--- src/logic/com_pkg.sv ---
`default_nettype none

package com_pkg;

    localparam int ADDR_W = 12;  // RAM address and frame length
    localparam int BYTE_W = 8;

    // packet type codes
    localparam logic [3:0] BAG_INIT   = 4'b0000;
    localparam logic [3:0] BAG_ACK    = 4'b0001;
    localparam logic [3:0] BAG_NAK    = 4'b0010;
    localparam logic [3:0] BAG_STL    = 4'b0011;
    localparam logic [3:0] BAG_DIDX   = 4'b0101;
    localparam logic [3:0] BAG_DPARAM = 4'b0110;
    localparam logic [3:0] BAG_DDIDX  = 4'b0111;
    localparam logic [3:0] BAG_DLINK  = 4'b1000;
    localparam logic [3:0] BAG_DTYPE  = 4'b1001;
    localparam logic [3:0] BAG_DTEMP  = 4'b1010;
    localparam logic [3:0] BAG_DATA0  = 4'b1101;
    localparam logic [3:0] BAG_DATA1  = 4'b1110;
    localparam logic [3:0] BAG_ERROR  = 4'b1111;

    // frame header seen as type/length or as the two channel bytes
    typedef union packed {
        struct packed {
            logic [3:0]        btype;
            logic [ADDR_W-1:0] dlen;
        } f;
        struct packed {
            logic [BYTE_W-1:0] hi;  // goes out first
            logic [BYTE_W-1:0] lo;
        } b;
    } com_hdr_u;

endpackage

`default_nettype wire

--- src/logic/ram_arbiter.sv ---
`timescale 1ns/10ps
`default_nettype none

module ram_arbiter import com_pkg::*; (
    input  logic              clk,
    input  logic              rst,
    input  logic              rx_req,
    input  logic              rx_we,
    input  logic [ADDR_W-1:0] rx_addr,
    input  logic [BYTE_W-1:0] rx_wdata,
    input  logic              tx_req,
    input  logic [ADDR_W-1:0] tx_addr,
    input  logic              host_req,
    input  logic              host_we,
    input  logic [ADDR_W-1:0] host_addr,
    input  logic [BYTE_W-1:0] host_wdata,
    input  logic [BYTE_W-1:0] mem_rdata,
    output logic              rx_gnt,
    output logic              tx_gnt,
    output logic [BYTE_W-1:0] tx_rdata,
    output logic              host_gnt,
    output logic [BYTE_W-1:0] host_rdata,
    output logic              mem_we,
    output logic [ADDR_W-1:0] mem_addr,
    output logic [BYTE_W-1:0] mem_wdata
);

    logic tx_own, host_own;  // owner of the read issued last cycle

    // deframer never waits
    assign rx_gnt   = rx_req;
    assign tx_gnt   = tx_req && !rx_req;
    assign host_gnt = host_req && !rx_req && !tx_req;

    assign mem_we    = rx_req ? rx_we : (host_gnt && host_we);
    assign mem_addr  = rx_req ? rx_addr : (tx_req ? tx_addr : host_addr);
    assign mem_wdata = rx_req ? rx_wdata : host_wdata;

    always_ff @(posedge clk or posedge rst) begin
        if (rst) begin
            tx_own   <= 1'b0;
            host_own <= 1'b0;
        end else begin
            tx_own   <= tx_gnt;
            host_own <= host_gnt && !host_we;
        end
    end

    assign tx_rdata   = tx_own ? mem_rdata : '0;
    assign host_rdata = host_own ? mem_rdata : '0;

endmodule

`default_nettype wire

--- config.mk ---
export PLATFORM = sky130hd
export DESIGN_NAME = ram_arbiter
export DESIGN_NICKNAME = d
export VERILOG_FILES = /design/src/logic/com_pkg.sv /design/src/logic/ram_arbiter.sv
export SDC_FILE = /design/constraint.sdc
export NUM_CORES = 1
export LEC_CHECK = 0
export BUFFER_PORTS_ARGS = -buffer_cell sky130_fd_sc_hd__clkbuf_2
export CORE_ASPECT_RATIO = 0.9
export CORE_MARGIN = 4
export CORE_UTILIZATION = 28
export CTS_BUF_LIST = sky130_fd_sc_hd__clkbuf_8 sky130_fd_sc_hd__clkbuf_16
export DETAILED_ROUTE_END_ITERATION = 6
export PLACE_DENSITY = 0.85
export SLEW_MARGIN = 10
export SYNTH_ARGS = -nofsm -noshare
export SYNTH_HDL_FRONTEND = slang
export SYNTH_SLANG_ARGS = --single-unit
--- constraint.sdc ---
create_clock -name clk -period 1.43 [get_ports clk]
set_clock_uncertainty 0.2 [all_clocks]
set_input_delay 0 -clock clk [delete_from_list [all_inputs] [get_ports clk]]
set_output_delay 0 -clock clk [all_outputs]
set_load 0.005 [all_outputs]
* Word-level counts from Yosys, hierarchy flattened *
Index checks and enable logic that the tools add are counted.

storage, ports and cells
  bits in registers = 2
  bits of input ports = 67
  output and inout port bits = 40
  logic and storage cells = 16

operators by class
  mux-type cells = 6
  reduce and logical (&&, ||, !) cells = 8

operators by type and width
  cell               count
  $mux 12            2
  $mux 8             3
  $logic_and 1x1->1  5
  $logic_not 1->1    3
  $mux 1             1

* Depth between registers and ports, before layout *
  depth in word-level cells = 5
  gate-level depth with buffers = 4
  gate-level depth less buffers = 2

* Least setup slack after synthesis *
OpenSTA, ideal clock, no wires.

  path type = reg2out
  from = register host_own
  to = output host_rdata[0]
  arrival time = 558 ps
  required time = 1230 ps
  slack = 672 ps
  stages on the path, launching flop included = 2
  path buffers = 0
  path through = dfrtp_1 > and2_1

on the way
  word-level cells in the longest chain between the ends = 1

RTL lines
  item                      line               text
  start: declaration        ram_arbiter.sv:28  logic tx_own, host_own;
  start signal: assignment  ram_arbiter.sv:45  host_own <= host_gnt && !host_we;
  $mux 8                    ram_arbiter.sv:50  assign host_rdata = host_own ? mem_rdata : '0;
  end: declaration          ram_arbiter.sv:22  output logic [BYTE_W-1:0] host_rdata,

Every way passes these cells.

* Worst setup path in the final report *
  from = input host_req
  to = output mem_we

on the way
  word-level cells in the longest chain between the ends = 4

RTL lines
  item                             line               text
  start: declaration               ram_arbiter.sv:13  input logic host_req,
  $logic_and 1x1->1 (2 in series)  ram_arbiter.sv:33  assign host_gnt = host_req && !rx_req && !tx_req;
  $logic_and 1x1->1                ram_arbiter.sv:35  assign mem_we = rx_req ? rx_we : (host_gnt && host_we);
  $mux 1                           ram_arbiter.sv:35
  end: declaration                 ram_arbiter.sv:23  output logic mem_we,

Every way passes these cells.

==> metrics.cfg <==
[clock_network]
cts.clk_slew.worst_paths_ns=0.03
cts_buffer_depth=2
cts_sinks=2
cts_root_buf=clkbuf_8
cts_inserted_buffers=3
htree_levels=1
cts_tree=done

[global_route]
grt_max_degree=22
grt_use_total_pct=15.32
grt_remaining_overflow=0
grt_pass1_wl_mm=3.608
grt_pass1_vias=939
antenna_found_initial=0

[yosys]
yosysMostFrequentCell=and2_1
synthesis.nets=144
yosys.area.top_type=mux2i_1
netlist_top_cells_area=mux2i_1 (21%), and2_1 (17%), mux2_2 (12%)
synth.top_cell.area_share_pct=20.60
synth_cells=77
ys_seq_area_share_pct=8.584
synth_edf_count=0
synthTopCellsByCount=and2_1 (16), nand2_1 (13), mux2i_1 (12)
ys.flop_type=dfrtp_1
yosysWarnings=0
synth_cell_types=17
synthArstFlopShare_pct=100.0
ys_seq_elements=2
synth_area_um2=583.1
syn_area_per_cell_um2=7.572

[cells_and_area]
final_nets=253
final_cells=209
fill_cells=195
fin_area_mm2=0.001169
antenna_cells=0
multi_input_area_um2=464.2
regArea_um2=50.05
layout-drive-gt1-share_pct=64.67
area_growth_pct=100.4
fin_util_pct=59.87

[floorplanning]
die_area_mm2=0.002877
design.core.area_mm2=0.001952
rows=15
dieWidth_um=56.10
start_util_pct=29.87
die_h_um=51.29
ios=107

[placement]
place_congestion=0.8635
place_area_mm2=0.001082
dp.cells=202
dpl.hpwl_mm=2.119
io_buffers=106

[worst_setup_path]
path_delay_family=buffers and inverters
max_stage_delay_ns=0.53
critPathBufInv=3
worst-setup-path-type=in -> out
critPathMaxFanout=3
crit_required_ns=1.23
arrival_ns=1.02
cpMostUsedCell=clkbuf_2
crit_slowest_cell=dlygate4sd3_1
path_cells=dlygate4sd3_1 > clkbuf_2 > nand2b_1 > o21ai_1 > clkbuf_2
cp-end-kind=output port
start_kind=primary input

[timing]
worst_pin_slew_ns=0.4342
finalCritPeriodShare_pct=85.51
hold_viol_final=0
slew_headroom_pct=71.06
rsz0062_at_grt=false
slew_violations=0
tns_ns=0
fin_crit_ns=1.223
finalSetupViolCount=0
fmaxAchievable_ghz=0.8178

[route]
vias_per_cell=4.498
wl_per_cell_um=11.66
drc=0
dr.pass1.iters=4
antenna_left=0
vias=940
postRouteWirelength_mm=2.436
drtIter0Drc=35

[power]
vdd_drop_max_mv=0.2489
p_per_area_mw_per_mm2=483.9
power.leakage_nw=0.7376

[hold_path]
hold_path_class=in -> reg

[run]
cap_viol_max_count=0

[status]
status=complete, no violations

==> metal layers <==
metal,up-vias,GRT usage (%),part of all wire (%),routed length (um)
met4,0,4.743,0,0
met5,-,0,0,0
met1,391,16.62,37,908
met2,74,29.38,49,1193
li1,475,-,-,-
met3,0,3.535,14,334
==> stage by stage <==
step / total power [mW] / hold slack (ns) / setup slack, ns
after floorplan: 0.1900 / -0.4588 / 0.6724
after global placement: 0.3320 / -0.3678 / 0.3330
after detailed placement: 0.3360 / -0.3634 / 0.3195
after CTS: 0.5704 / 0.08321 / 0.02726
after global routing: 0.6078 / 0.1021 / 0.1702
final: 0.5655 / 0.07227 / 0.2072
==> power breakdown <==
part | leakage [nW] | switching, mW | total, mW | internal [mW]
Combinational | 0.689 | 0.113 | 0.281 | 0.168
Sequential | 0.0266 | 0.00325 | 0.0625 | 0.0592
Clock | 0.0216 | 0.0444 | 0.222 | 0.178
==> area by class of cell <==
class | count | area share [%]
clock buffers | 3 | 3.533
inverters | 1 | 0.3212
multi-input cells | 67 | 39.72
flip-flops and latches | 2 | 4.283
well taps | 25 | 2.677
repair buffers | 111 | 49.46
==> path summary, 6_finish.rpt <==
check	from	end	slack, ns	depth (start not counted)
max	host_req	mem_we	0.21	5
min	rx_req	host_own	0.07	2
max in group asynchronous	rst	tx_own	0.38	4
min in group asynchronous	rst	host_own	0.54	4
==> flip-flops by register name, summed over array words and instances, names as in the netlist <==
| signal | flops |
|---|---|
| tx_own | 1 |
| host_own | 1 |
==> timing repair <==
| item | CTS | global route |
|---|---|---|
| hold buffers | 4 | 1 |
| hold endpoints to repair | 3 | 1 |
| buffers inserted | 0 | 0 |
| setup endpoints to repair | 0 | 1 |
| gates resized for setup | 0 | 1 |
==> cell families (layout without fill, tap and decap cells) <==
family | Yosys count | after routing | share of synthesized area, %
multiplexers | 20 | 20 | 37.34
AO/OA/AOI/OAI | 13 | 13 | 11.16
AND/OR/NAND/NOR | 34 | 34 | 30.26
flip-flops | 2 | 2 | 8.584
buffers and inverters | 8 | 115 | 12.66
==> layout by cell type, fill, tap and decap left out <==
cell           count
and2_1            16
buf_4              1
clkbuf_2         106
clkbuf_8           3
dfrtp_1            2
dlygate4sd3_1      4
inv_1              1
mux2_2             6
mux2_4             2
mux2i_1           12
nand2_1           13
nand2b_1           2
nor2_1             1
nor2b_1            1
nor3_2             1
o21ai_0            3
o21ai_1           10
(Power assumes the default switching activity.)
