`src/logic/com_pkg.sv`:
```
`default_nettype none

package com_pkg;

    localparam int ADDR_W = 12;  // RAM address and frame length
    localparam int BYTE_W = 8;

    // packet type codes
    localparam logic [3:0] BAG_INIT   = 4'b0000;
    localparam logic [3:0] BAG_ACK    = 4'b0001;
    localparam logic [3:0] BAG_NAK    = 4'b0010;
    localparam logic [3:0] BAG_STL    = 4'b0011;
    localparam logic [3:0] BAG_DIDX   = 4'b0101;
    localparam logic [3:0] BAG_DPARAM = 4'b0110;
    localparam logic [3:0] BAG_DDIDX  = 4'b0111;
    localparam logic [3:0] BAG_DLINK  = 4'b1000;
    localparam logic [3:0] BAG_DTYPE  = 4'b1001;
    localparam logic [3:0] BAG_DTEMP  = 4'b1010;
    localparam logic [3:0] BAG_DATA0  = 4'b1101;
    localparam logic [3:0] BAG_DATA1  = 4'b1110;
    localparam logic [3:0] BAG_ERROR  = 4'b1111;

    // frame header seen as type/length or as the two channel bytes
    typedef union packed {
        struct packed {
            logic [3:0]        btype;
            logic [ADDR_W-1:0] dlen;
        } f;
        struct packed {
            logic [BYTE_W-1:0] hi;  // goes out first
            logic [BYTE_W-1:0] lo;
        } b;
    } com_hdr_u;

endpackage

`default_nettype wire

```
`src/logic/frame_rx.sv`:
```
`timescale 1ns/10ps
`default_nettype none

module frame_rx import com_pkg::*; #(
    parameter logic [ADDR_W-1:0] RX_BASE = 12'h800
) (
    input  logic              clk,
    input  logic              rst,
    input  logic [BYTE_W-1:0] rx_byte,
    input  logic              rx_stb,
    input  logic              fd_rx,
    input  logic              ram_gnt,
    output logic              fs_rx,
    output logic [3:0]        rx_btype,
    output logic              ram_req,
    output logic              ram_we,
    output logic [ADDR_W-1:0] ram_addr,
    output logic [BYTE_W-1:0] ram_wdata
);

    localparam logic [1:0] RX_HI = 2'd0, RX_LO = 2'd1, RX_BODY = 2'd2;

    logic [1:0]        phase;
    com_hdr_u          hdr;
    logic [ADDR_W-1:0] idx;   // payload bytes seen
    logic [BYTE_W-1:0] csum;
    logic              take;

    assign take   = rx_stb && !fs_rx;  // dropped while a result is pending
    assign ram_we = ram_req;           // this port only writes

    always_ff @(posedge clk or posedge rst) begin
        if (rst) begin
            phase     <= RX_HI;
            hdr       <= '0;
            idx       <= '0;
            csum      <= '0;
            fs_rx     <= 1'b0;
            rx_btype  <= BAG_INIT;
            ram_req   <= 1'b0;
            ram_addr  <= '0;
            ram_wdata <= '0;
        end else begin
            if (fd_rx) fs_rx <= 1'b0;
            if (ram_gnt) ram_req <= 1'b0;
            if (take) begin
                case (phase)
                    RX_HI: begin
                        hdr.b.hi <= rx_byte;
                        csum     <= rx_byte;
                        phase    <= RX_LO;
                    end
                    RX_LO: begin
                        hdr.b.lo <= rx_byte;
                        csum     <= csum ^ rx_byte;
                        idx      <= '0;
                        phase    <= RX_BODY;
                    end
                    default: begin
                        if (idx == hdr.f.dlen) begin
                            // checksum byte closes the frame
                            fs_rx    <= 1'b1;
                            rx_btype <= (rx_byte == csum) ? hdr.f.btype : BAG_ERROR;
                            phase    <= RX_HI;
                        end else begin
                            ram_req   <= 1'b1;
                            ram_addr  <= RX_BASE + idx;
                            ram_wdata <= rx_byte;
                            csum      <= csum ^ rx_byte;
                            idx       <= idx + ADDR_W'(1);
                        end
                    end
                endcase
            end
        end
    end

endmodule

`default_nettype wire

```
`config.mk`:
```
export PLATFORM = sky130hd
export DESIGN_NAME = frame_rx
export DESIGN_NICKNAME = d
export VERILOG_FILES = /design/src/logic/com_pkg.sv /design/src/logic/frame_rx.sv
export SDC_FILE = /design/constraint.sdc
export NUM_CORES = 1
export LEC_CHECK = 0
export BUFFER_PORTS_ARGS = -buffer_cell sky130_fd_sc_hd__buf_2
export CORE_MARGIN = 8
export CORE_UTILIZATION = 40
export CTS_BUF_LIST = sky130_fd_sc_hd__clkbuf_4 sky130_fd_sc_hd__clkbuf_8
export CTS_CLUSTER_DIAMETER = 60
export DETAILED_ROUTE_END_ITERATION = 8
export GPL_TIMING_DRIVEN = 0
export PLACE_DENSITY = 0.67
export SETUP_SLACK_MARGIN = 0.2
export SLEW_MARGIN = 20
export SYNTH_ARGS = -nofsm -noshare
export SYNTH_HDL_FRONTEND = slang
export SYNTH_SLANG_ARGS = --single-unit
```
`constraint.sdc`:
```
create_clock -name clk -period 1.8 [get_ports clk]
set_input_delay 0.27 -clock clk [delete_from_list [all_inputs] [get_ports clk]]
set_output_delay 0.27 -clock clk [all_outputs]
set_load 0.03 [all_outputs]
```
Yosys cells after proc, flatten, opt, wreduce, memory -nomap -nowiden. Index checks and enable logic that the tools add are counted.

Register bits: 64. Input port bits: 13. Output and inout port bits: 27. Word-level logic and storage cells: 48.

Add/sub/neg operators: 2. Equality and inequality tests: 5. Mux-type cells: 15. Bitwise operators: 4. Reduce and logical (&&, ||, !) cells: 12.

Operators with widths (number): case mux 12 bit (2 select lines) (1); case mux 8 bit (2 select lines) (1); adder 12 x 1 -> 12 bit (second input constant) (1); adder 12 bit (first input constant) (1); == test 12 bit (1); 2-to-1 mux 12 bit (1); AND reduction 3 bit (3); == test 8 bit (1); 2-to-1 mux 1 bit (8); 2-to-1 mux 8 bit (1); AND reduction 2 bit (4); XOR 8 bit (1); 2-to-1 mux 4 bit (1); case mux 2 bit (2 select lines) (1); != test 3 x 1 -> 1 bit (second input constant) (1); inverter 1 bit (3); nonzero test 3 bit (1); == test 2 x 1 -> 1 bit (second input constant) (1); zero test 2 bit (1); 2-to-1 mux 2 bit (1); != test 2 x 1 -> 1 bit (second input constant) (1); OR reduction 2 bit (1); logical AND 1 bit (1); zero test 1 bit (1).

Logic depth before layout (Yosys ltp).
Depth in word-level cells: 4. Mapped depth: 7. Gate-level depth less buffers: 5.

Worst setup path before layout. No wires, ideal clock.

Path type: register to register. From: register idx[2]. To: register rx_btype[0]. Setup time: 0.125 ns. Data arrival time: 1.720 ns. Required time: 1.675 ns. Slack: -0.044 ns. Stages on the path, launching flop included: 7. Buffers on the path: 1. Period minus slack after synthesis: 1.844 ns. Path through: dfrtp_1 > buf_2 > xor2_1 > nor4_1 > nand3_1 > nor2_1 > mux2_2.

Longest elaborated chain between the ends: 2.

RTL lines: start, declared (line frame_rx.sv:25) `logic [ADDR_W-1:0] idx;`; start signal, assigned (line frame_rx.sv:70) `idx <= idx + ADDR_W'(1);`; == test 12 bit (line frame_rx.sv:60) `if (idx == hdr.f.dlen) begin`; AND reduction 3 bit (no source line); end signal, assigned (line frame_rx.sv:63) `rx_btype <= (rx_byte == csum) ? hdr.f.btype : BAG_ERROR;`; end, declared (line frame_rx.sv:14) `output logic [3:0] rx_btype,`.

Every way passes these cells. A chain may end at the register's enable or synchronous reset.

Final worst setup path.
From: register idx[2]. To: register idx[2].

Longest elaborated chain between the ends: 3. Elaborated cells between the ends (all ways): 6. Those cells by class: 1 x add/sub; 2 x eq/ne; 2 x mux; 1 x reduce/logical.

RTL lines (line): adder 12 x 1 -> 12 bit / == test 12 bit (equally long branches) (frame_rx.sv:70, frame_rx.sv:60); 2-to-1 mux 12 bit / != test 2 x 1 -> 1 bit (equally long branches); case mux 12 bit (2 select lines) / AND reduction 3 bit (equally long branches).

Parallel ways exist; a longest one is shown, timed or not. The select of a mux whose other input is x is not followed.

==> impl_metrics.ini <==
[critical_path]
start_kind = flip-flop
criticalPathCategory = reg2reg
crit_fanout = 5
end_kind = flip-flop
worstPathRequired_ns = 2.02
r2r_slack_ns = -0.23
arrival_ns = 2.25

[sta]
fmax_ghz = 0.4931
setup_viol = 48
setup_ws_ns = -0.2279
slew_headroom = 0.5364
period_minus_slack_ns = 2.028
whs_ns = 0.1145
fin_skew_ns = 0.005555
rsz0062_at_grt = yes
finalSetupTns_ns = -8.251
tightest_slew_ns = 0.6955
drv_slew = 0
hold_viol = 0
finalCritPeriodShare = 1.127

[cts]
cts.reportedPaths.clkPinSlew_ns = 0.07
cts_max_path_buffers = 2
cts_made_buffers = 9
cts_tree = done
clock-sinks = 64
clkLatencyLatePin_ns = 0.34
h-tree-depth = 3
cts-root-buf = clkbuf_8

[synth]
ys.flop_type = dfrtp_1
async_reset_ff_frac = 1.000
synthesis.nets = 311
ys_ff_latch = 64
ys_top_cells_by_area = dfrtp_1, mux2_2, xor2_1
synth_area_um2 = 3266
synth_area_leader_cell = dfrtp_1
yosysWarnings = 0
ys_types = 45
syn_inst = 297
yosys.area.top_type_share = 0.4904
synth_common_cells = dfrtp_1, mux2_2, clkbuf_1
syn_area_per_cell_um2 = 11.00
seq_area_frac_synth = 0.4904
yosysMostFrequentCell = dfrtp_1
synth_edf_count = 0

[die]
dieHeight_um = 106.4
fp.coreArea_um2 = 8051
row_count = 33
die_area_um2 = 11310
die_w_um = 106.4
num_io_pins = 40
initial_utilization = 0.4056

[drt]
dr.pass1.iters = 4
vias_per_cell = 5.531
drcViolationCount = 0
via_count = 2572
wl_per_cell_um = 18.46
first_iter_violations = 139
wl_um = 8583
ant_nets = 0

[place]
gp_congestion = 0.8204
port_buffers = 31
dp.cells = 435
placed_area_um2 = 3642
preCtsSetupSlack_ns = -0.3735
dp_hpwl_um = 5495

[layout]
stdcell_count = 465
n_antenna_cell = 0
synthToLayoutAreaGrowth_pct = 29.23
final_nets = 369
post-route-util = 0.5242
fin_area_um2 = 4220
layout-drive-gt1-share = 0.3694

[grt]
track_usage = 0.1583
gr-total-overflow = 0
antenna_found_initial = 0
grt_max_degree = 29
grt_pass1_vias = 2696
grt_pass1_wl_um = 14170

[status]
status = complete, but fails checks
violations = setup timing

[run]
drv_cap = 0

[pwr]
power_density_nw_per_um2 = 1392
p_total_mw = 5.873
p_leak_nw = 1.899
irDropWorstVdd_mv = 0.8073

[hold_path]
holdCritPathClass = in2reg
[registers in the layout, indices dropped and copies added, names as in the netlist]
signal and flops:
fs_rx 1, ram_req 1, ram_wdata 8, ram_addr 12, idx 12, rx_btype 4, phase 2, csum 8
hdr 16
[worst paths after layout]
| kind | start | end | depth (start not counted) |
|---|---|---|---|
| min reg2reg | ram_wdata[2] | ram_wdata[2] | 1 |
| max reg2reg | idx[2] | idx[2] | 8 |
| max in group asynchronous | rst | idx[0] | 5 |
| min in group asynchronous | rst | csum[7] | 3 |
| min | fd_rx | fs_rx | 2 |
| max | idx[2] | idx[2] | 8 |
[cell type report]
cell class                 instances  area, µm²
timing repair buffer              47      402.9
multi-input combinational        198       1619
buffer                            28      178.9
clock inverter                     5      102.6
clock buffer                      11      151.4
tap                              105      131.4
sequential                        64       1604
fill                             727       3831
inverter                           7      30.03
[routing by layer]
layer / GRT usage / wire (µm)
met1: 0.2088 / 3986
met2: 0.2359 / 3931
met3: 0.04053 / 515
met4: 0.07839 / 150
met5: 0 / 0
[placed cells by master (no fill, tap or decap), drive strengths merged, types with 7 or more instances in the layout]
cell type  instances
nor2               7
mux2              39
nand2             15
a21oi             11
mux2i             10
o21ai             11
dfrtp             64
clkbuf            28
xnor2              8
xor2              12
buf               57
nand4              7
nand3             14
[cells by family (layout without fill, tap and decap cells)]
group	after synthesis	after routing	share of synthesized area
AO/OA/AOI/OAI	55	55	0.1184
XOR/XNOR	20	20	0.05364
adder cells (fa/ha/maj)	1	1	0.003831
buffers and inverters	35	98	0.04789
flip-flops	64	64	0.4904
multiplexers	49	49	0.1651
AND/OR/NAND/NOR	73	73	0.1207
[what timing repair did]
action                     in CTS  in global routing
setup endpoints to repair      64                 64
hold endpoints to repair       18                  0
pin swaps                      20                  9
gates resized for setup        32                 14
cloned                          3                  0
buffers inserted                9                  1
hold buffers                    1                  0
[worst max-delay path: stages, from the launching register on]
cell     delay [ns]
dfrtp_1        0.38
buf_6          0.12
xor2_1         0.15
nor4_1         0.29
nand3_1        0.19
buf_6          0.20
buf_8          0.13
and2_4         0.15
a221o_1        0.30
[report_power, final]
part / total (mW) / internal [mW] / switching (mW)
clock: 1.56 / 0.993 / 0.568
combinational: 1.97 / 0.915 / 1.05
sequential: 2.35 / 1.92 / 0.425
total: 5.87 / 3.83 / 2.04
Power figures use the tool's default switching activity.
