## config.mk

```make
export PLATFORM = sky130hd
export DESIGN_NAME = frame_tx
export DESIGN_NICKNAME = d
export VERILOG_FILES = /design/src/logic/com_pkg.sv /design/src/logic/frame_tx.sv
export SDC_FILE = /design/constraint.sdc
export NUM_CORES = 1
export LEC_CHECK = 0
export BUFFER_PORTS_ARGS = -buffer_cell sky130_fd_sc_hd__buf_4
export CAP_MARGIN = 20
export CORE_MARGIN = 8
export CORE_UTILIZATION = 45
export CTS_BUF_LIST = sky130_fd_sc_hd__clkbuf_8
export DETAILED_ROUTE_END_ITERATION = 16
export PLACE_DENSITY = 0.67
export SLEW_MARGIN = 20
export SYNTH_ARGS = -nofsm -noshare
export SYNTH_HDL_FRONTEND = slang
export SYNTH_SLANG_ARGS = --single-unit
export TNS_END_PERCENT = 100
```

## constraint.sdc

```tcl
create_clock -name clk -period 7.17 [get_ports clk]
set_input_delay 0.717 -clock clk [delete_from_list [all_inputs] [get_ports clk]]
set_output_delay 0.717 -clock clk [all_outputs]
set_load 0.1 [all_outputs]
```

## src/logic/com_pkg.sv

```systemverilog
`default_nettype none

package com_pkg;

    localparam int ADDR_W = 12;  // RAM address and frame length
    localparam int BYTE_W = 8;

    // packet type codes
    localparam logic [3:0] BAG_INIT   = 4'b0000;
    localparam logic [3:0] BAG_ACK    = 4'b0001;
    localparam logic [3:0] BAG_NAK    = 4'b0010;
    localparam logic [3:0] BAG_STL    = 4'b0011;
    localparam logic [3:0] BAG_DIDX   = 4'b0101;
    localparam logic [3:0] BAG_DPARAM = 4'b0110;
    localparam logic [3:0] BAG_DDIDX  = 4'b0111;
    localparam logic [3:0] BAG_DLINK  = 4'b1000;
    localparam logic [3:0] BAG_DTYPE  = 4'b1001;
    localparam logic [3:0] BAG_DTEMP  = 4'b1010;
    localparam logic [3:0] BAG_DATA0  = 4'b1101;
    localparam logic [3:0] BAG_DATA1  = 4'b1110;
    localparam logic [3:0] BAG_ERROR  = 4'b1111;

    // frame header seen as type/length or as the two channel bytes
    typedef union packed {
        struct packed {
            logic [3:0]        btype;
            logic [ADDR_W-1:0] dlen;
        } f;
        struct packed {
            logic [BYTE_W-1:0] hi;  // goes out first
            logic [BYTE_W-1:0] lo;
        } b;
    } com_hdr_u;

endpackage

`default_nettype wire

```

## src/logic/frame_tx.sv

```systemverilog
`timescale 1ns/10ps
`default_nettype none

module frame_tx import com_pkg::*; (
    input  logic              clk,
    input  logic              rst,
    input  logic              fs_tx,
    input  logic [3:0]        tx_btype,
    input  logic [ADDR_W-1:0] tx_ram_init,
    input  logic [ADDR_W-1:0] tx_ram_rlen,
    input  logic              ram_gnt,
    input  logic [BYTE_W-1:0] ram_rdata,
    output logic              fd_tx,
    output logic              ram_req,
    output logic [ADDR_W-1:0] ram_addr,
    output logic [BYTE_W-1:0] tx_byte,
    output logic              tx_stb
);

    localparam logic [2:0] TX_IDLE = 3'd0, TX_HI = 3'd1, TX_LO = 3'd2, TX_DATA = 3'd3;
    localparam logic [2:0] TX_SUM = 3'd4, TX_DONE = 3'd5, TX_HOLD = 3'd6;

    logic [2:0]        state;
    com_hdr_u          hdr;
    logic [ADDR_W-1:0] rd_cnt;    // reads granted
    logic [ADDR_W-1:0] tx_cnt;    // payload bytes sent
    logic              rd_valid;  // ram_rdata holds our byte this cycle
    logic [BYTE_W-1:0] csum;

    // reads start while the low header byte goes out
    assign ram_req  = (state == TX_LO || state == TX_DATA) && (rd_cnt != hdr.f.dlen);
    assign ram_addr = tx_ram_init + rd_cnt;

    always_ff @(posedge clk or posedge rst) begin
        if (rst) begin
            state    <= TX_IDLE;
            hdr      <= '0;
            rd_cnt   <= '0;
            tx_cnt   <= '0;
            rd_valid <= 1'b0;
            csum     <= '0;
            tx_byte  <= '0;
            tx_stb   <= 1'b0;
            fd_tx    <= 1'b0;
        end else begin
            tx_stb   <= 1'b0;
            fd_tx    <= 1'b0;
            rd_valid <= ram_req && ram_gnt;
            if (ram_req && ram_gnt) rd_cnt <= rd_cnt + ADDR_W'(1);
            case (state)
                TX_IDLE: if (fs_tx) begin
                    hdr.f.btype <= tx_btype;
                    hdr.f.dlen  <= tx_ram_rlen;
                    rd_cnt      <= '0;
                    tx_cnt      <= '0;
                    state       <= TX_HI;
                end
                TX_HI: begin
                    tx_byte <= hdr.b.hi;
                    tx_stb  <= 1'b1;
                    csum    <= hdr.b.hi;
                    state   <= TX_LO;
                end
                TX_LO: begin
                    tx_byte <= hdr.b.lo;
                    tx_stb  <= 1'b1;
                    csum    <= csum ^ hdr.b.lo;
                    state   <= (hdr.f.dlen == '0) ? TX_SUM : TX_DATA;
                end
                TX_DATA: if (rd_valid) begin
                    tx_byte <= ram_rdata;
                    tx_stb  <= 1'b1;
                    csum    <= csum ^ ram_rdata;
                    tx_cnt  <= tx_cnt + ADDR_W'(1);
                    if (tx_cnt == hdr.f.dlen - ADDR_W'(1)) state <= TX_SUM;
                end
                TX_SUM: begin
                    tx_byte <= csum;
                    tx_stb  <= 1'b1;
                    state   <= TX_DONE;
                end
                TX_DONE: begin
                    fd_tx <= 1'b1;
                    state <= TX_HOLD;
                end
                default: if (!fs_tx) state <= TX_IDLE;  // wait for request to drop
            endcase
        end
    end

endmodule

`default_nettype wire

```

# [Word level (Yosys, flattened, before mapping)]
# Index checks and enable logic that the tools add are counted.
[totals] reg_bits=62 input_bits=40 output_inout_bits=23 wordCells=59
[classes] n_addsub=4 n_eq_ne=11 n_mux=19 n_bitwise=2 reduce_logical=14
[op_table] op="$mux W12" count=5
[op_table] op="$pmux W8 S4" count=1
[op_table] op="$add A12 B1 Y12 const B" count=2
[op_table] op="$pmux W12 S2" count=1
[op_table] op="$pmux W8 S3" count=1
[op_table] op="$pmux W3 S6" count=1
[op_table] op="$mux W8" count=2
[op_table] op="$xor A8 B8 Y8" count=2
[op_table] op="$mux W3" count=5
[op_table] op="$add A12 B12 Y12" count=1
[op_table] op="$eq A12 B12 Y1" count=1
[op_table] op="$logic_not A12 Y1" count=1
[op_table] op="$ne A12 B12 Y1" count=1
[op_table] op="$sub A12 B1 Y12 const B" count=1
[op_table] op="$ne A7 B1 Y1 const B" count=1
[op_table] op="$eq A3 B2 Y1 const B" count=2
[op_table] op="$eq A3 B3 Y1 const B" count=2
[op_table] op="$reduce_and A2 Y1" count=3
[op_table] op="$ne A2 B2 Y1 const B" count=2
[op_table] op="$reduce_and A4 Y1" count=1
[op_table] op="$reduce_bool A4 Y1" count=1
[op_table] op="$eq A3 B1 Y1 const B" count=1
[op_table] op="$logic_not A3 Y1" count=1
[op_table] op="$reduce_and A3 Y1" count=1
[op_table] op="8 further kinds" count=10

# [Logic depth before layout (Yosys ltp)]
# Gate-level depths: netlist (run 1).
[depth] ltp_word=7 ltp_mapped=9 mapped_depth_nobuf=9

# [Worst setup path after synthesis (run 1)]
# No wires, ideal clock.
[synth_path] kind="in2out" start="input tx_ram_init[0]" end="output ram_addr[8]" t_arrival_ps=3416 required_ps=6453 slack_ps=3037 stages=9 n_path_buf=0 path_cell_list="ha_1 inv_1 fa_1 nor2b_1 o21ai_0 nand2b_1 a311o_1 nand2_1 xnor2_1"
[synth_between] elab_chain_cells=1
[synth_rtl] element="start: declaration" line_no="frame_tx.sv:9" source="input logic [ADDR_W-1:0] tx_ram_init,"
[synth_rtl] element="$add A12 B12 Y12" line_no="frame_tx.sv:32" source="assign ram_addr = tx_ram_init + rd_cnt;"
[synth_rtl] element="end: declaration" line_no="frame_tx.sv:15" source="output logic [ADDR_W-1:0] ram_addr,"
# Every way passes these cells.

# [Worst setup path in the final report (run 1)]
[layout_path] start="register rd_cnt[1]" end="output ram_addr[11]"
[layout_between] elab_chain_cells=1
[layout_rtl] element="start: declaration" line_no="frame_tx.sv:25" source="logic [ADDR_W-1:0] rd_cnt;"
[layout_rtl] element="start signal: assignment" line_no="frame_tx.sv:49" source="if (ram_req && ram_gnt) rd_cnt <= rd_cnt + ADDR_W'(1);"
[layout_rtl] element="$add A12 B12 Y12" line_no="frame_tx.sv:32"
# Every way passes these cells.

==> results of run 1 <==
[layer usage]
layer | vias up | wire [um] | GRT usage, %
li1 | 1783 | - | -
met2 | 120 | 4760 | 26.1
met4 | 0 | 212 | 5.95
met5 | - | 0 | 0
met3 | 19 | 600 | 4.55
met1 | 1715 | 4770 | 22.6
[cell usage in the layout (no fill, tap or decap), types with 15 or more instances in the layout]
cell type / n
nor3_1: 15
nand2_1: 77
buf_4: 67
o21ai_0: 27
dfrtp_1: 62
nor2_1: 65
ha_1: 15
a21oi_1: 20
xnor2_1: 36
xor2_1: 15
[power by group through the flow]
stage	Sequential, W	Combinational, W	Clock, W
finish	0.000698	0.00149	0.000269
global placement	0.000695	0.00146	0
floorplan	0.000782	0.00109	0
detailed placement	0.000697	0.00149	0
global route	0.000721	0.00162	0.000293
CTS	0.000692	0.00149	0.000276
[worst max-delay path, delay by kind of cell, from the launching register on]
kind	cells	cell delay, ns
xor+xnor	1	0.14
fa+ha+maj	1	0.30
flops	1	0.53
compound gates	5	1.32
buf+inv	1	0.31
[final cells by class]
| class | count | area, um2 |
|---|---|---|
| clock buffers | 10 | 138 |
| well taps | 108 | 135 |
| repair buffers | 67 | 503 |
| fillers | 791 | 3940 |
| inverters | 14 | 52.6 |
| clock inverters | 6 | 30.0 |
| multi-input cells | 380 | 2330 |
| flip-flops and latches | 62 | 1550 |
[flip-flops by register name, indices dropped and copies added (netlist names)]
register / flops
tx_stb: 1
rd_valid: 1
rd_cnt: 12
fd_tx: 1
csum: 8
hdr: 16
tx_byte: 8
state: 3
tx_cnt: 12
[how the worst max path moves through the flow]
stage	to	slack, ns	cells past startpoint
floorplan	ram_addr[8]	3.04	9
detailed placement	ram_addr[11]	3.54	9
global route	ram_addr[11]	3.35	8
CTS	ram_addr[11]	3.52	8
finish	ram_addr[11]	3.49	8
global placement	ram_addr[11]	3.65	9
[through the flow]
step | instance area (um2) | util (%) | setup WS [ns]
final | 4740 | 54.6 | 3.49
after global routing | 4740 | 54.6 | 3.35
after CTS | 4740 | 54.6 | 3.52
after detailed placement | 4570 | 52.7 | 3.54
after global placement | 4570 | 52.7 | 3.65
after floorplan | 4020 | - | 3.04
[kinds of logic after synthesis]
family	share of synthesized area, %
simple gates	24.2
compound gates	15.3
flops	38.6
xor+xnor	11.1
buf+inv	3.73
fa+ha+maj	5.16
mux	1.90
==> reports/summary.txt, run 1 <==
================================================================================
Outcome ........................................................... finished clean
Critical path start-end classification ............................   reg -> out
Slew at the pin closest to its max-slew limit .....................     0.970 ns
Floorplan die width ...............................................       111 um
Ys async rst share ................................................         100%
Port Buffer Count .................................................           62
Clock sink count ..................................................           62
Net count after synthesis .........................................          535
Post-detailed-route DRC marker count ..............................            0
Worst stage delay on the critical path ............................      0.53 ns
Number of max-capacitance violations reported .....................            0
Buffers from clock root to sink, at most ..........................            2
Die height ........................................................       111 um
Post-route total power ............................................    0.00246 W
Combinational fraction of design power ............................        60.7%
Antenna cell count ................................................            0
Yosys top cell by area ............................................      dfrtp_1
Flip-flop cell with the highest count after synthesis .............      dfrtp_1
Power density cells ...............................................   519 nW/um2
Total Nets Final ..................................................          590
Worst EP required .................................................      6.45 ns
Die outline area ..................................................    12200 um2
Fin. Hold Viols ...................................................            0
Placed instance count .............................................          631
Cell chain of the critical path ................................... ha_1 -> a21o_1 -> a311oi_1 -> o21ai_0 -> a31o_2 -> a21oi_1 -> xnor2_1 -> buf_4
Slowest CP cell ...................................................      dfrtp_1
Number of vias in the routed layout ...............................         3637
RSZ-0062 raised after global routing ..............................        false
Final Cycle Share .................................................        51.3%
Remaining global-route overflow ...................................            0
Worst Reg-to-Reg Cells ............................................            8
Post-CTS resize count .............................................            0
Starting density of the core ......................................        46.4%
Latest clock arrival within the worst-skew pair ...................      0.35 ns
Post-route non-filler standard cell count .........................          647
Fraction of synthesized cell area taken by the top area cell type .        38.6%
Reg2Reg Setup Slack ...............................................      4.37 ns
Worst slew margin .................................................        34.8%
Worst Hold Class ..................................................   reg -> reg
Final Max Slew Viols ..............................................            0
Wire length of the first global-routing pass ......................     17500 um
Internal power of the cells .......................................    0.00109 W
Worst-path clk slew ...............................................      0.07 ns
Switching power of the nets .......................................    0.00137 W
Number of nets with antenna violations after routing ..............            0
Maximum clock frequency ...........................................    0.272 GHz
Total iterations of the first detailed-routing run ................            5
Setup crit end kind ...............................................   output pin
Worst hold margin .................................................     0.476 ns
Fraction of power spent switching nets ............................        55.5%
Post-CTS Setup Inserts ............................................            0
H-tree levels .....................................................            3
Global-route total usage across every layer .......................        17.1%
Warnings from Yosys ...............................................            0
Detailed-placement wirelength estimate ............................      7490 um
Count of cell types in the netlist ................................           56
Number of setup violations in the final report ....................            0
Area growth from synthesis to layout ..............................        17.8%
Via count of the first global-routing pass ........................         3459
Initial antenna violation count ...................................            0
Endpoint of the worst hold-timing path ............................ hdr[12]$_DFFE_PP0P_
Peak supply drop ..................................................   0.000324 V
Clock tree from TritonCTS .........................................        built
Destination of the worst register-to-register timing path ......... state[1]$_DFFE_PP0P_
Arr. time, crit path ..............................................      2.96 ns
CTS root buffer ...................................................     clkbuf_8
CTS hold repair buffers ...........................................            0
FF+latch count, synth .............................................           62
Share of total power in sequential cells ..........................        28.4%
Cell types with the highest counts after synthesis ................ 77 x nand2_1, 65 x nor2_1, 62 x dfrtp_1, 36 x xnor2_1, 27 x o21ai_0
Area of the core ..................................................     8680 um2
Leakage power .....................................................      2.16 nW
Time the final worst path needs with I/O delays and setup .........      3.68 ns
Post-synthesis cell count .........................................          479
Number of DRC markers in iteration 0 ..............................          260
Clock network fraction of total power .............................        10.9%
Final sum of negative setup slack .................................         0 ns
Number of synthesized flops with an enable pin ....................            0
Fraction of layout cells with a size suffix above 1 ...............        17.6%
CP Launch Type ....................................................     register
Wirelength, routed ................................................     10300 um
HP Start .......................................................... hdr[12]$_DFFE_PP0P_
Site Rows .........................................................           34
Post-route clock skew .............................................    0.0127 ns
Via density per instance ..........................................         5.62
Average detailed-routed wire length per instance ..................      16.0 um
Routability cong. .................................................        0.901
Critical Path Fanout Max ..........................................            9
Syn avg cell area .................................................     8.40 um2
Leading cell type by number of instances after synthesis ..........      nand2_1
Clock buffers created by TritonCTS ................................            9
Number of instances on the worst hold path ........................            2
I/O pin count .....................................................           63
Launching point of the worst reg2reg path ......................... hdr[0]$_DFFE_PP0P_
Startpoint of the worst setup timing path ......................... rd_cnt[1]$_DFF_PP0_
Sequential fraction of the synthesis area .........................        38.6%
Top cells by area, synth .......................................... dfrtp_1 39%, xnor2_1 7.8%, nand2_1 7.2%
Largest net degree at the start of global routing .................           63
Mapped Area .......................................................     4020 um2
================================================================================
No activity file was read; power rests on OpenSTA's default activity.
==> run 2: changes to the inputs <==
--- a/config.mk
+++ b/config.mk
@@ -11,7 +11,7 @@
 export CORE_UTILIZATION = 45
 export CTS_BUF_LIST = sky130_fd_sc_hd__clkbuf_8
 export DETAILED_ROUTE_END_ITERATION = 16
-export PLACE_DENSITY = 0.67
+export PLACE_DENSITY = 0.69
 export SLEW_MARGIN = 20
 export SYNTH_ARGS = -nofsm -noshare
 export SYNTH_HDL_FRONTEND = slang
==> constraint.sdc (replaced) <==
create_clock -name clk -period 3 [get_ports clk]
set_input_delay 0.3 -clock clk [delete_from_list [all_inputs] [get_ports clk]]
set_output_delay 0.3 -clock clk [all_outputs]
set_load 0.1 [all_outputs]
==> reports/summary.txt, run 2 (same netlist as run 1, synthesis figures left out) <==
====================================================================================
Outcome ............................................................... finished clean
Arr. time, crit path ..................................................      2.58 ns   -0.38 ns
Global-route total usage across every layer ...........................        17.9%   +0.82 points
Post-route clock skew .................................................   0.00991 ns   -0.00278 ns
Commonest cells after routing, fill and taps aside .................... 78 x buf_4, 76 x nand2_1, 65 x nor2_1, 60 x dfrtp_1, 32 x xnor2_1
Number of setup violations in the final report ........................            0   unchanged
Via count of the first global-routing pass ............................         3706   +7.1%
Fraction of layout cells with a size suffix above 1 ...................        22.6%   +5.0 points
Most common cell after layout, fill and taps aside ....................        buf_4
Die outline area ......................................................    12200 um2   unchanged
Time the final worst path needs with I/O delays and setup .............      2.88 ns
Port Buffer Count .....................................................           62   unchanged
Initial antenna violation count .......................................            0   unchanged
Latest clock arrival within the worst-skew pair .......................      0.34 ns   about the same
I/O pin count .........................................................           63   unchanged
Clock buffers created by TritonCTS ....................................            9   unchanged
Floorplan die width ...................................................       111 um   unchanged
Number of max-capacitance violations reported .........................            0   unchanged
Average detailed-routed wire length per instance ......................      16.2 um   +1.2%
Worst Hold Class ......................................................  in -> async
Peak supply drop ......................................................   0.000687 V   +110%
Worst stage delay on the critical path ................................      0.47 ns   -0.06 ns
Launching point of the worst reg2reg path ............................. hdr[0]$_DFFE_PP0P_
Buffers from clock root to sink, at most ..............................            2   unchanged
H-tree levels .........................................................            3   unchanged
Critical path start-end classification ................................   reg -> out
Die height ............................................................       111 um   unchanged
Fin. Hold Viols .......................................................            0   unchanged
Leakage power .........................................................      2.28 nW   +5.1%
Destination of the worst register-to-register timing path ............. state[1]$_DFFE_PP0P_
CP Launch Type ........................................................     register
Register containing the most flip-flops in the final layout ...........          hdr
Max FFs per register ..................................................           16   unchanged
Count of buffering cells on the critical path with inverters included .            1   unchanged
Wirelength, routed ....................................................     10700 um   +3.2%
Detailed-placement wirelength estimate ................................      8030 um   +7.2%
Maximum clock frequency ...............................................    0.347 GHz
Post-Route Utilization ................................................        57.6%   +3.0 points
Number of vias in the routed layout ...................................         3681   +1.2%
Wire length of the first global-routing pass ..........................     18300 um   +4.6%
Largest net degree at the start of global routing .....................           47   -25%
Post-detailed-route DRC marker count ..................................            0   unchanged
Total Nets Final ......................................................          603   +2.2%
Antenna cell count ....................................................            0   unchanged
Post-route total power ................................................    0.00632 W   +160%
Worst Reg-to-Reg Cells ................................................            8   unchanged
Final Max Slew Viols ..................................................            0   unchanged
RSZ-0062 raised after global routing ..................................        false
Reg2Reg Setup Slack ...................................................      0.34 ns   -4.03 ns
Final Cycle Share .....................................................        96.1%
Total iterations of the first detailed-routing run ....................            4   -1
Slew at the pin closest to its max-slew limit .........................     0.797 ns   -0.173 ns
Largest registers ..................................................... hdr: 16 flops, rd_cnt: 12 flops, tx_cnt: 12 flops
Number of nets with antenna violations after routing ..................            0   unchanged
Worst EP required .....................................................      2.70 ns   -3.75 ns
Cell chain of the critical path ....................................... ha_1 -> nor2b_1 -> o21ai_0 -> nand2b_1 -> a311o_1 -> a211o_1 -> o211ai_1 -> buf_6
Final sum of negative setup slack .....................................         0 ns   unchanged
Via density per instance ..............................................         5.58   -0.78%
Final std cell area, no fill ..........................................     5000 um2   +5.5%
Power density cells ...................................................  1260 nW/um2   +140%
Remaining global-route overflow .......................................            0   unchanged
Clock sink count ......................................................           62   unchanged
CTS hold repair buffers ...............................................            0   unchanged
Site Rows .............................................................           34   unchanged
CTS root buffer .......................................................     clkbuf_8
Starting density of the core ..........................................        46.4%   unchanged
DP Area ...............................................................     4690 um2   +2.6%
Area of the core ......................................................     8680 um2   unchanged
Worst hold margin .....................................................    0.0858 ns   -0.390 ns
Worst-path clk slew ...................................................      0.08 ns   about the same
Top delay family on crit path ......................................... compound AO/OA/AOI/OAI gates
Slowest CP cell .......................................................      dfrtp_1
Setup crit end kind ...................................................   output pin
Worst slew margin .....................................................        46.8%   +12 points
Clock tree from TritonCTS .............................................        built
Routability cong. .....................................................        0.958   +6.3%
Area growth from synthesis to layout ..................................        24.3%
Critical Path Fanout Max ..............................................            7   -2
Number of DRC markers in iteration 0 ..................................          246   -5.4%
====================================================================================
## run 2: cell types whose count changed in the layout (fill, tap and decap cells not counted), moves of 2 or more
cell	before	now
buf_6	0	2
ha_2	0	2
clkinv_2	3	1
ha_1	15	12
bufinv_16	0	3
xnor2_1	36	32
buf_4	67	78
xnor2_2	0	4
clkinv_4	0	2
dfrtp_1	62	60
inv_1	14	12
dfrtp_2	0	2
## run 2: final cells by class
class                           count  area (um2)
Sequential cell                    62        1550
Fill cell                         778        3680
Tap cell                          108         135
Inverter                           14        53.8
Clock inverter                      7         123
Multi-Input combinational cell    380        2400
Timing Repair Buffer               80         608
Clock buffer                        9         124
## run 2: power by group
part / switching [W] / leakage (nW) / total, W / internal, W
combinational: 0.00254 / 1.40 / 0.00380 / 0.00126
clock: 0.000352 / 0.116 / 0.000906 / 0.000554
sequential: 0.000443 / 0.758 / 0.00161 / 0.00117
## run 2: worst max-delay path by stage
stage,start,to,depth (start not counted)
final,rd_cnt[2]$_DFF_PP0_,ram_addr[10],8
after global routing,rd_cnt[2]$_DFF_PP0_,ram_addr[10],8
after detailed placement,rd_cnt[3]$_DFF_PP0_,ram_addr[11],8
after floorplan,rd_cnt[1]$_DFF_PP0_,ram_addr[10],9
after CTS,rd_cnt[3]$_DFF_PP0_,ram_addr[11],8
after global placement,tx_ram_init[5],ram_addr[11],9
## run 2: worst register-to-register path, stage by stage, from the launching register on
cell     delay, ns
dfrtp_1       0.43
inv_1         0.17
ha_1          0.27
or4b_4        0.49
or4_1         0.41
a21oi_1       0.15
nor3_1        0.08
o41ai_2       0.40
o22ai_1       0.12
## run 2: routing by layer
layer	part of all wire, %	track usage, %	vias to the layer above
met5	0	0	-
met4	1.7	6.58	0
met3	6.3	5.09	19
met2	48	27.9	113
met1	44	22.9	1747
li1	-	-	1802
## run 2: repair_timing
item	in CTS	in global routing
gates resized for setup	4	7
pin swaps	0	3
endpoints found under the setup margin	1	2
setup buffers	0	3
## run 2: through the flow
step / cells / worst slack [ns]
finish: 660 / 0.118
global route: 660 / 0.00787
CTS: 657 / 0.0291
detailed placement: 641 / 0.186
global placement: 641 / 0.252
floorplan: 479 / -0.245
